==> src/rtl/flow_bist_pkg.sv <==
package flow_bist_pkg;

  // Bus word layout
  localparam int SEQ_W   = 12;                      // Sequence number width
  localparam int ID_W    = 1;                       // Source id width
  localparam int WORD_W  = 16;                      // Full bus word
  localparam int PAD_W   = WORD_W - ID_W - SEQ_W;   // Zero bits between id and sequence

  localparam int NUM_SRC = 2;                       // Pattern sources sharing the bus
  localparam int LFSR_W  = 16;                      // Rate gate LFSR width
  localparam int RATE_W  = 8;                       // Rate threshold width
  localparam int ERR_W   = 16;                      // Saturating error counter width

  typedef logic [SEQ_W-1:0]  seq_t;
  typedef logic [ID_W-1:0]   src_id_t;
  typedef logic [WORD_W-1:0] flow_word_t;           // {id, pad, seq}
  typedef logic [RATE_W-1:0] rate_t;                // Assert chance is rate/256 per idle cycle
  typedef logic [ERR_W-1:0]  err_count_t;
  typedef logic [LFSR_W-1:0] lfsr_t;

  // Source FSM
  typedef enum logic [1:0] {
    SRC_IDLE,   // Waiting for start
    SRC_RUN,    // Sending words
    SRC_DONE    // All NUM_VALUES words sent
  } src_state_t;

  // Build a bus word from id and sequence
  function automatic flow_word_t make_word(input src_id_t id, input seq_t seq);
    return {id, {PAD_W{1'b0}}, seq};
  endfunction

  // Sender id sits in the top bit(s)
  function automatic src_id_t word_id(input flow_word_t word);
    return word[WORD_W-1 -: ID_W];
  endfunction

endpackage

==> src/rtl/flow_bist_top.sv <==
`timescale 1ns/1ps

module flow_bist_top #(
  parameter int NUM_VALUES = 64,  // Words per source, up to 4095
  parameter int INIT_DELAY = 10
) (
  input  logic                      clk,
  input  logic                      rst,
  input  logic                      start,         // Pulse
  input  flow_bist_pkg::rate_t      src_rate,      // Shared by both sources
  input  flow_bist_pkg::rate_t      sink_rate,
  input  logic                      inject_fault,  // Pulse, goes to source 0 only
  output logic                      done,
  output logic                      error,
  output flow_bist_pkg::err_count_t err_count,
  output flow_bist_pkg::flow_word_t bad_word
);
  import flow_bist_pkg::*;

  logic [1:0] src_valid;
  logic [1:0] src_ready;
  flow_word_t src_data0;
  flow_word_t src_data1;
  logic       bus_valid;
  logic       bus_ready;
  flow_word_t bus_data;

  flow_pattern_source #(
    .SRC_ID    (1'b0),
    .NUM_VALUES(NUM_VALUES),
    .INIT_DELAY(INIT_DELAY),
    .SEED      (16'hACE1)
  ) u_src0 (
    .clk         (clk),
    .rst         (rst),
    .start       (start),
    .rate        (src_rate),
    .inject_fault(inject_fault),
    .valid       (src_valid[0]),
    .data        (src_data0),
    .ready       (src_ready[0])
  );

  flow_pattern_source #(
    .SRC_ID    (1'b1),
    .NUM_VALUES(NUM_VALUES),
    .INIT_DELAY(INIT_DELAY),
    .SEED      (16'h5A3C)        // Distinct seed so the sources do not move in lockstep
  ) u_src1 (
    .clk         (clk),
    .rst         (rst),
    .start       (start),
    .rate        (src_rate),
    .inject_fault(1'b0),
    .valid       (src_valid[1]),
    .data        (src_data1),
    .ready       (src_ready[1])
  );

  flow_rr_arbiter u_arb (
    .clk      (clk),
    .rst      (rst),
    .req_valid(src_valid),
    .req_data0(src_data0),
    .req_data1(src_data1),
    .req_ready(src_ready),
    .bus_valid(bus_valid),
    .bus_data (bus_data),
    .bus_ready(bus_ready)
  );

  flow_check_sink #(
    .NUM_VALUES(NUM_VALUES),
    .INIT_DELAY(INIT_DELAY),
    .SEED      (16'h1D87)
  ) u_sink (
    .clk      (clk),
    .rst      (rst),
    .start    (start),
    .rate     (sink_rate),
    .bus_valid(bus_valid),
    .bus_data (bus_data),
    .bus_ready(bus_ready),
    .done     (done),
    .error    (error),
    .err_count(err_count),
    .bad_word (bad_word)
  );

endmodule

==> src/rtl/flow_check_sink.sv <==
`timescale 1ns/1ps

module flow_check_sink #(
  parameter int                   NUM_VALUES = 64,
  parameter int                   INIT_DELAY = 10,
  parameter flow_bist_pkg::lfsr_t SEED       = 16'h1D87
) (
  input  logic                        clk,
  input  logic                        rst,
  input  logic                        start,
  input  flow_bist_pkg::rate_t        rate,
  input  logic                        bus_valid,
  input  flow_bist_pkg::flow_word_t   bus_data,
  output logic                        bus_ready,
  output logic                        done,       // All sources delivered NUM_VALUES
  output logic                        error,      // Sticky
  output flow_bist_pkg::err_count_t   err_count,  // Saturating count of bad words
  output flow_bist_pkg::flow_word_t   bad_word    // First bad word seen
);
  import flow_bist_pkg::*;

  seq_t               exp_seq [NUM_SRC];  // Expected next sequence per source
  logic [NUM_SRC-1:0] fin;                // Source has delivered everything
  src_id_t            rx_id;
  flow_word_t         exp_word;
  logic               xfer;
  logic               bad;

  // Ready may rise on its own and holds until a word arrives
  lfsr_rate_gate #(
    .INIT_DELAY(INIT_DELAY),
    .SEED      (SEED)
  ) u_gate (
    .clk  (clk),
    .rst  (rst),
    .start(start),
    .rate (rate),
    .ack  (bus_valid),
    .drive(bus_ready)
  );

  always_comb begin
    for (int i = 0; i < NUM_SRC; i++)
      fin[i] = (exp_seq[i] == seq_t'(NUM_VALUES));
  end

  assign rx_id    = word_id(bus_data);
  assign exp_word = make_word(rx_id, exp_seq[rx_id]);  // Pad bits must be zero too
  assign xfer     = bus_valid && bus_ready;
  assign bad      = fin[rx_id] || (bus_data != exp_word);  // Extra word or mismatch
  assign done     = &fin;                                  // One cycle after last transfer

  always_ff @(posedge clk) begin
    if (rst) begin
      for (int i = 0; i < NUM_SRC; i++)
        exp_seq[i] <= '0;
      error     <= 1'b0;
      err_count <= '0;
      bad_word  <= '0;
    end else if (xfer) begin
      // Advance even on a bad word so one fault does not cascade
      if (!fin[rx_id]) exp_seq[rx_id] <= exp_seq[rx_id] + 1'b1;

      if (bad) begin
        error <= 1'b1;
        if (err_count != '1) err_count <= err_count + 1'b1;
        if (!error) bad_word <= bus_data;  // Keep the first one only
      end
    end
  end

endmodule

==> src/rtl/flow_pattern_source.sv <==
`timescale 1ns/1ps

module flow_pattern_source #(
  parameter flow_bist_pkg::src_id_t SRC_ID     = '0,
  parameter int                     NUM_VALUES = 64,
  parameter int                     INIT_DELAY = 10,
  parameter flow_bist_pkg::lfsr_t   SEED       = 16'hACE1
) (
  input  logic                      clk,
  input  logic                      rst,
  input  logic                      start,
  input  flow_bist_pkg::rate_t      rate,
  input  logic                      inject_fault,  // Pulse, corrupts the next word
  output logic                      valid,
  output flow_bist_pkg::flow_word_t data,
  input  logic                      ready
);
  import flow_bist_pkg::*;

  src_state_t state;
  seq_t       seq;         // Sequence of the word on offer, also words sent
  rate_t      gate_rate;
  logic       xfer;
  logic       last;        // Word on offer is the final one
  logic       fault_pend;  // Fault waiting for a word
  logic       held;        // Word was offered and stalled last cycle
  logic       held_flip;   // Flip state frozen with a stalled word
  logic       flip;        // Flip sequence bit 0 of the word on offer

  // Gate only runs while sending, zero rate keeps it quiet otherwise
  assign gate_rate = (state == SRC_RUN) ? rate : '0;

  lfsr_rate_gate #(
    .INIT_DELAY(INIT_DELAY),
    .SEED      (SEED)
  ) u_gate (
    .clk  (clk),
    .rst  (rst),
    .start(start),
    .rate (gate_rate),
    .ack  (ready),
    .drive(valid)
  );

  assign xfer = valid && ready;
  assign last = (seq == seq_t'(NUM_VALUES - 1));

  // A stalled word keeps its flip so the data stays stable
  assign flip = held ? held_flip : fault_pend;
  assign data = make_word(SRC_ID, seq ^ seq_t'(flip));

  always_ff @(posedge clk) begin
    if (rst) begin
      state <= SRC_IDLE;
      seq   <= '0;
    end else begin
      case (state)
        SRC_IDLE: if (start) state <= SRC_RUN;
        SRC_RUN: begin
          if (xfer) begin
            seq <= seq + 1'b1;               // Never skips, only moves on transfer
            if (last) state <= SRC_DONE;
          end
        end
        default: state <= state;             // SRC_DONE is terminal until reset
      endcase
    end
  end

  always_ff @(posedge clk) begin
    if (rst) begin
      fault_pend <= 1'b0;
      held       <= 1'b0;
      held_flip  <= 1'b0;
    end else begin
      held <= valid && !ready;
      if (valid && !ready) held_flip <= flip;

      if (inject_fault)
        fault_pend <= 1'b1;       // New fault wins over a clear in the same cycle
      else if (xfer && flip)
        fault_pend <= 1'b0;       // Corrupted word has left
    end
  end

endmodule

==> src/rtl/flow_rr_arbiter.sv <==
`timescale 1ns/1ps

module flow_rr_arbiter (
  input  logic                      clk,
  input  logic                      rst,
  input  logic [1:0]                req_valid,
  input  flow_bist_pkg::flow_word_t req_data0,
  input  flow_bist_pkg::flow_word_t req_data1,
  output logic [1:0]                req_ready,
  output logic                      bus_valid,
  output flow_bist_pkg::flow_word_t bus_data,
  input  logic                      bus_ready
);
  import flow_bist_pkg::*;

  src_id_t prio;      // Requester with priority this round
  src_id_t gnt;       // Current grant
  src_id_t lock_gnt;  // Grant held over a stall
  logic    locked;    // Bus stalled last cycle
  logic    xfer;

  // Grant, locked while a word is stalled on the bus
  always_comb begin
    if (locked)
      gnt = lock_gnt;
    else if (req_valid[prio])
      gnt = prio;
    else if (req_valid[~prio])
      gnt = ~prio;
    else
      gnt = prio;       // Nobody asking, park on priority
  end

  // Combinational path, no added latency
  assign bus_valid = req_valid[gnt];
  assign bus_data  = (gnt == 1'b1) ? req_data1 : req_data0;
  assign xfer      = bus_valid && bus_ready;

  // Ready goes to the granted source only
  always_comb begin
    req_ready      = '0;
    req_ready[gnt] = bus_ready;
  end

  always_ff @(posedge clk) begin
    if (rst) begin
      prio     <= '0;
      locked   <= 1'b0;
      lock_gnt <= '0;
    end else begin
      locked   <= bus_valid && !bus_ready;
      lock_gnt <= gnt;
      if (xfer) prio <= ~gnt;  // Move past the winner
    end
  end

endmodule

==> src/rtl/lfsr_rate_gate.sv <==
`timescale 1ns/1ps

module lfsr_rate_gate #(
  parameter int                   INIT_DELAY = 10,       // Idle cycles after start
  parameter flow_bist_pkg::lfsr_t SEED       = 16'hACE1  // Must be non-zero
) (
  input  logic                 clk,
  input  logic                 rst,
  input  logic                 start,  // Pulse, arms the gate
  input  flow_bist_pkg::rate_t rate,   // Threshold for the random draw
  input  logic                 ack,    // Other side of the handshake
  output logic                 drive   // Owner's valid or ready
);
  import flow_bist_pkg::*;

  localparam int DLY_W = $clog2(INIT_DELAY + 2);

  lfsr_t            lfsr;       // Fibonacci LFSR state
  logic             feedback;
  logic             active;     // Set by start, stays until reset
  logic [DLY_W-1:0] delay_cnt;  // Remaining initial delay
  logic             draw_hit;   // Random byte below threshold on an idle cycle

  // Taps for x^16 + x^14 + x^13 + x^11 + 1, maximal length
  assign feedback = lfsr[LFSR_W-1] ^ lfsr[13] ^ lfsr[12] ^ lfsr[10];

  // Only draw when armed, past the delay and not already driving
  // A rate of zero can never win the compare
  assign draw_hit = active && (delay_cnt == '0) && !drive && (rate_t'(lfsr) < rate);

  always_ff @(posedge clk) begin
    if (rst) begin
      lfsr      <= SEED;
      active    <= 1'b0;
      delay_cnt <= '0;
      drive     <= 1'b0;
    end else begin
      if (start) begin
        active    <= 1'b1;
        delay_cnt <= DLY_W'(INIT_DELAY);  // Hold off for INIT_DELAY cycles
      end else if (active && (delay_cnt != '0)) begin
        delay_cnt <= delay_cnt - 1'b1;
      end

      if (active)
        lfsr <= {lfsr[LFSR_W-2:0], feedback};  // Step once per cycle after start

      if (drive && ack)
        drive <= 1'b0;   // Transfer done, drop
      else if (draw_hit)
        drive <= 1'b1;   // Rise and hold until ack
    end
  end

endmodule

==> config.mk <==
export PLATFORM = sky130hd
export DESIGN_NAME = flow_bist_top
export DESIGN_NICKNAME = d
export VERILOG_FILES = /design/src/rtl/flow_bist_pkg.sv /design/src/rtl/flow_bist_top.sv /design/src/rtl/flow_check_sink.sv /design/src/rtl/flow_pattern_source.sv /design/src/rtl/flow_rr_arbiter.sv /design/src/rtl/lfsr_rate_gate.sv
export SDC_FILE = /design/constraint.sdc
export NUM_CORES = 1
export LEC_CHECK = 0
export BUFFER_PORTS_ARGS = -buffer_cell sky130_fd_sc_hd__buf_4
export CORE_MARGIN = 5
export CORE_UTILIZATION = 35
export DETAILED_ROUTE_END_ITERATION = 7
export SKIP_CTS_REPAIR_TIMING = 1
export SYNTH_ARGS = -nofsm -noshare
export SYNTH_HDL_FRONTEND = slang
export SYNTH_SLANG_ARGS = --single-unit
==> constraint.sdc <==
create_clock -name clk -period 2.7 [get_ports clk]
set_input_delay 0.27 -clock clk [delete_from_list [all_inputs] [get_ports clk]]
set_output_delay 0.27 -clock clk [all_outputs]
set_load 0.01 [all_outputs]
==> results.cfg <==
[power]
leakage_uw = 0.003623
vdd_drop_max_uv = 362.1
intPower_uw = 4002
power_density_nw_per_um2 = 588.4
p_switching_uw = 1333
seqPwrFrac_pct = 46.9
p_clk_share_pct = 42.7
pwr-share-comb_pct = 10.4
switching_share_pct = 24.98

[clock_tree]
clock-sinks = 154
h-tree-depth = 4
clock_path_buffers = 2
worstSkewPairLatency_ns = 0.43
cts_root_buf = clkbuf_16
cts_tree = built
numCtsBuffers = 17
path_clk_slew_ns = 0.06

[placed_design]
gp_congestion = 0.9060
dp_hpwl_um = 12790
io_buffers = 50
dpl-instance-area_um2 = 8507

[synthesis]
synthDistinctLibCells = 62
yosysSeqAreaShare_pct = 43.08
synth_area_um2 = 7714
syn_inst = 859
async_flop_share_pct = 0
synth-edff-count = 24
ys_warn_count = 0
synth_seq_cells = 154
synth_top_flop_cell = dfxtp_1
syn-mean-instance-area_um2 = 8.980

[timing]
finClkSkew_ns = 0.009922
setup_violations = 0
final.min_clock_period_ns = 2.404
finalSetupTns_ns = 0
max_slew.worst_pin.slew_ns = 0.6450
maxSlewViolCount = 0
fmax_mhz = 415.9
slew_headroom_pct = 57.00
min_period_over_period_pct = 89.05
rsz0062_at_grt = no
final-hold-violation-count = 0

[finish]
final_common_cell = nor2_1
multi_input_area_um2 = 4074
seqCellArea_um2 = 3327
final_cell_mix = nor2_1, dfxtp_1, buf_4
area_growth_pct = 17.55
final_nets = 964
final_area_um2 = 9067
drive_gt1_share_pct = 14.33
fillers = 2169
post-route-util_pct = 41.68
diodes = 0

[floorplanning]
core_area_um2 = 21760
row_count = 54
design.die.area_um2 = 25110
start_util_pct = 35.46
die_x_um = 158.5
dieHeight_um = 158.5
io_pins = 54

[route]
vias = 6053
ant_nets = 0
wire_per_inst_um = 14.79
wl_um = 17870
routed_via_density = 5.011
drc = 0
dr.pass1.iters = 5
drt_iter0_markers = 423

[grt]
gr-total-overflow = 0
track_usage_pct = 14.69
grt_pass1_wl_um = 29330
grt_max_degree = 59
grt_pass1_vias = 5718
antenna_found_initial = 0

[critical_path]
crit_end = u_sink.err_count[14]
critPathLaunch = u_sink.exp_seq[1][3]
rr_worst_depth = 7
crit_fanout = 5
rrSetupSlack_ns = 0.30
crit_arrival_ns = 2.71
endpoint_kind = register
startpoint_type = register
rr_startpoint = u_sink.exp_seq[1][3]
worstSetupPathType = reg -> reg
r2r_end = u_sink.err_count[14]
crit_required_ns = 3.01

[min_path]
min_path_type = in -> reg
holdCritStartpoint = inject_fault

[flow_run]
maxCapViolations = 0

[status]
status = complete, no violations
synthesized netlist by cell type, types with 13 or more instances:
master	n	area share, %
xnor2_1	40	4.5
xor2_1	42	4.8
nand2_1	79	3.8
nor2_1	132	6.4
a311oi_1	13	1.5
a21oi_1	38	2.5
nand3_1	21	1.4
a211o_1	23	2.6
ha_1	28	4.5
nor2b_1	26	2.1
edfxtp_1	24	9.3
nand4_1	15	1.2
dfxtp_1	130	34
and3_1	14	1.1
o21ai_0	17	1.1
clkbuf_1	31	1.5
mux2i_1	37	4.8
inv_1	30	1.5
worst min path at each step:
stage               slack, ns  cells past startpoint                      to
detailed placement       0.45                      1  u_sink.u_gate.lfsr[12]
floorplan                0.35                      1          u_arb.lock_gnt
CTS                      0.03                      3       u_src0.fault_pend
finish                   0.06                      3       u_src0.fault_pend
global placement         0.44                      1  u_src0.u_gate.lfsr[15]
global route             0.10                      3       u_src0.fault_pend
cells by family (layout without fill, tap and decap cells):
family,after synthesis,in the layout,share of synthesized area (%)
AOI/OAI and AO/OA,135,135,12.86
xor gates and xnor gates,82,82,9.311
adders and majority gates,28,28,4.542
buffers and inverters,78,145,4.201
DFF,154,154,43.08
muxes,38,38,4.947
other,1,3,0.04862
and+or+nand+nor,343,343,21.01
flip-flops by register name, summed over array words and instances, names as in the netlist, 2 cells and up:
signal	count
u_sink.bad_word	13
u_sink.err_count	16
u_sink.exp_seq	24
u_sink.u_gate.delay_cnt	4
u_sink.u_gate.lfsr	16
u_src0.seq	12
u_src0.state	2
u_src0.u_gate.delay_cnt	4
u_src0.u_gate.lfsr	16
u_src1.seq	12
u_src1.state	2
u_src1.u_gate.delay_cnt	4
u_src1.u_gate.lfsr	16
metal layers:
metal	up-vias	track usage [%]	wire [um]
li1	3090	-	-
met1	2825	20.10	8701
met2	121	22.50	7930
met3	17	4.349	1013
met4	0	4.427	225
met5	-	0	0
critical path, stage by stage (launching register included):
cell and delay [ns]:
edfxtp_1 0.49, xor2_1 0.19, nor4_1 0.33, nand4_1 0.26, o2111ai_1 0.36, nand2_1 0.14
and3_1 0.21, mux2_1 0.30
area by class of cell:
cell class / count / share of cell area [%]
sequential: 154 / 36.69
tap: 280 / 3.864
multi-input combinational: 629 / 44.93
timing repair buffer: 84 / 7.093
clock inverter: 11 / 1.021
inverter: 30 / 1.242
clock buffer: 20 / 5.161
metrics by stage:
stage          hold slack, ns  total power [uW]  instances  worst slack (ns)
6_report              0.05702              5335       1208            0.2957
5_1_grt                0.1022              5577       1208           0.09403
4_1_cts               0.03431              5403       1208            0.3083
3_5_place_dp           0.4529              3105       1177            0.3405
3_3_place_gp           0.4421              3100       1177            0.3454
2_1_floorplan          0.3542              2953        861           0.02179
power by group through the flow:
| stage | clock network (uW) | registers [uW] | logic, uW |
|---|---|---|---|
| floorplan | 0 | 2520 | 433 |
| global placement | 0 | 2550 | 548 |
| detailed placement | 0 | 2550 | 553 |
| CTS | 2350 | 2500 | 556 |
| global route | 2440 | 2510 | 627 |
| finish | 2280 | 2500 | 553 |
(Power assumes the default switching activity.)
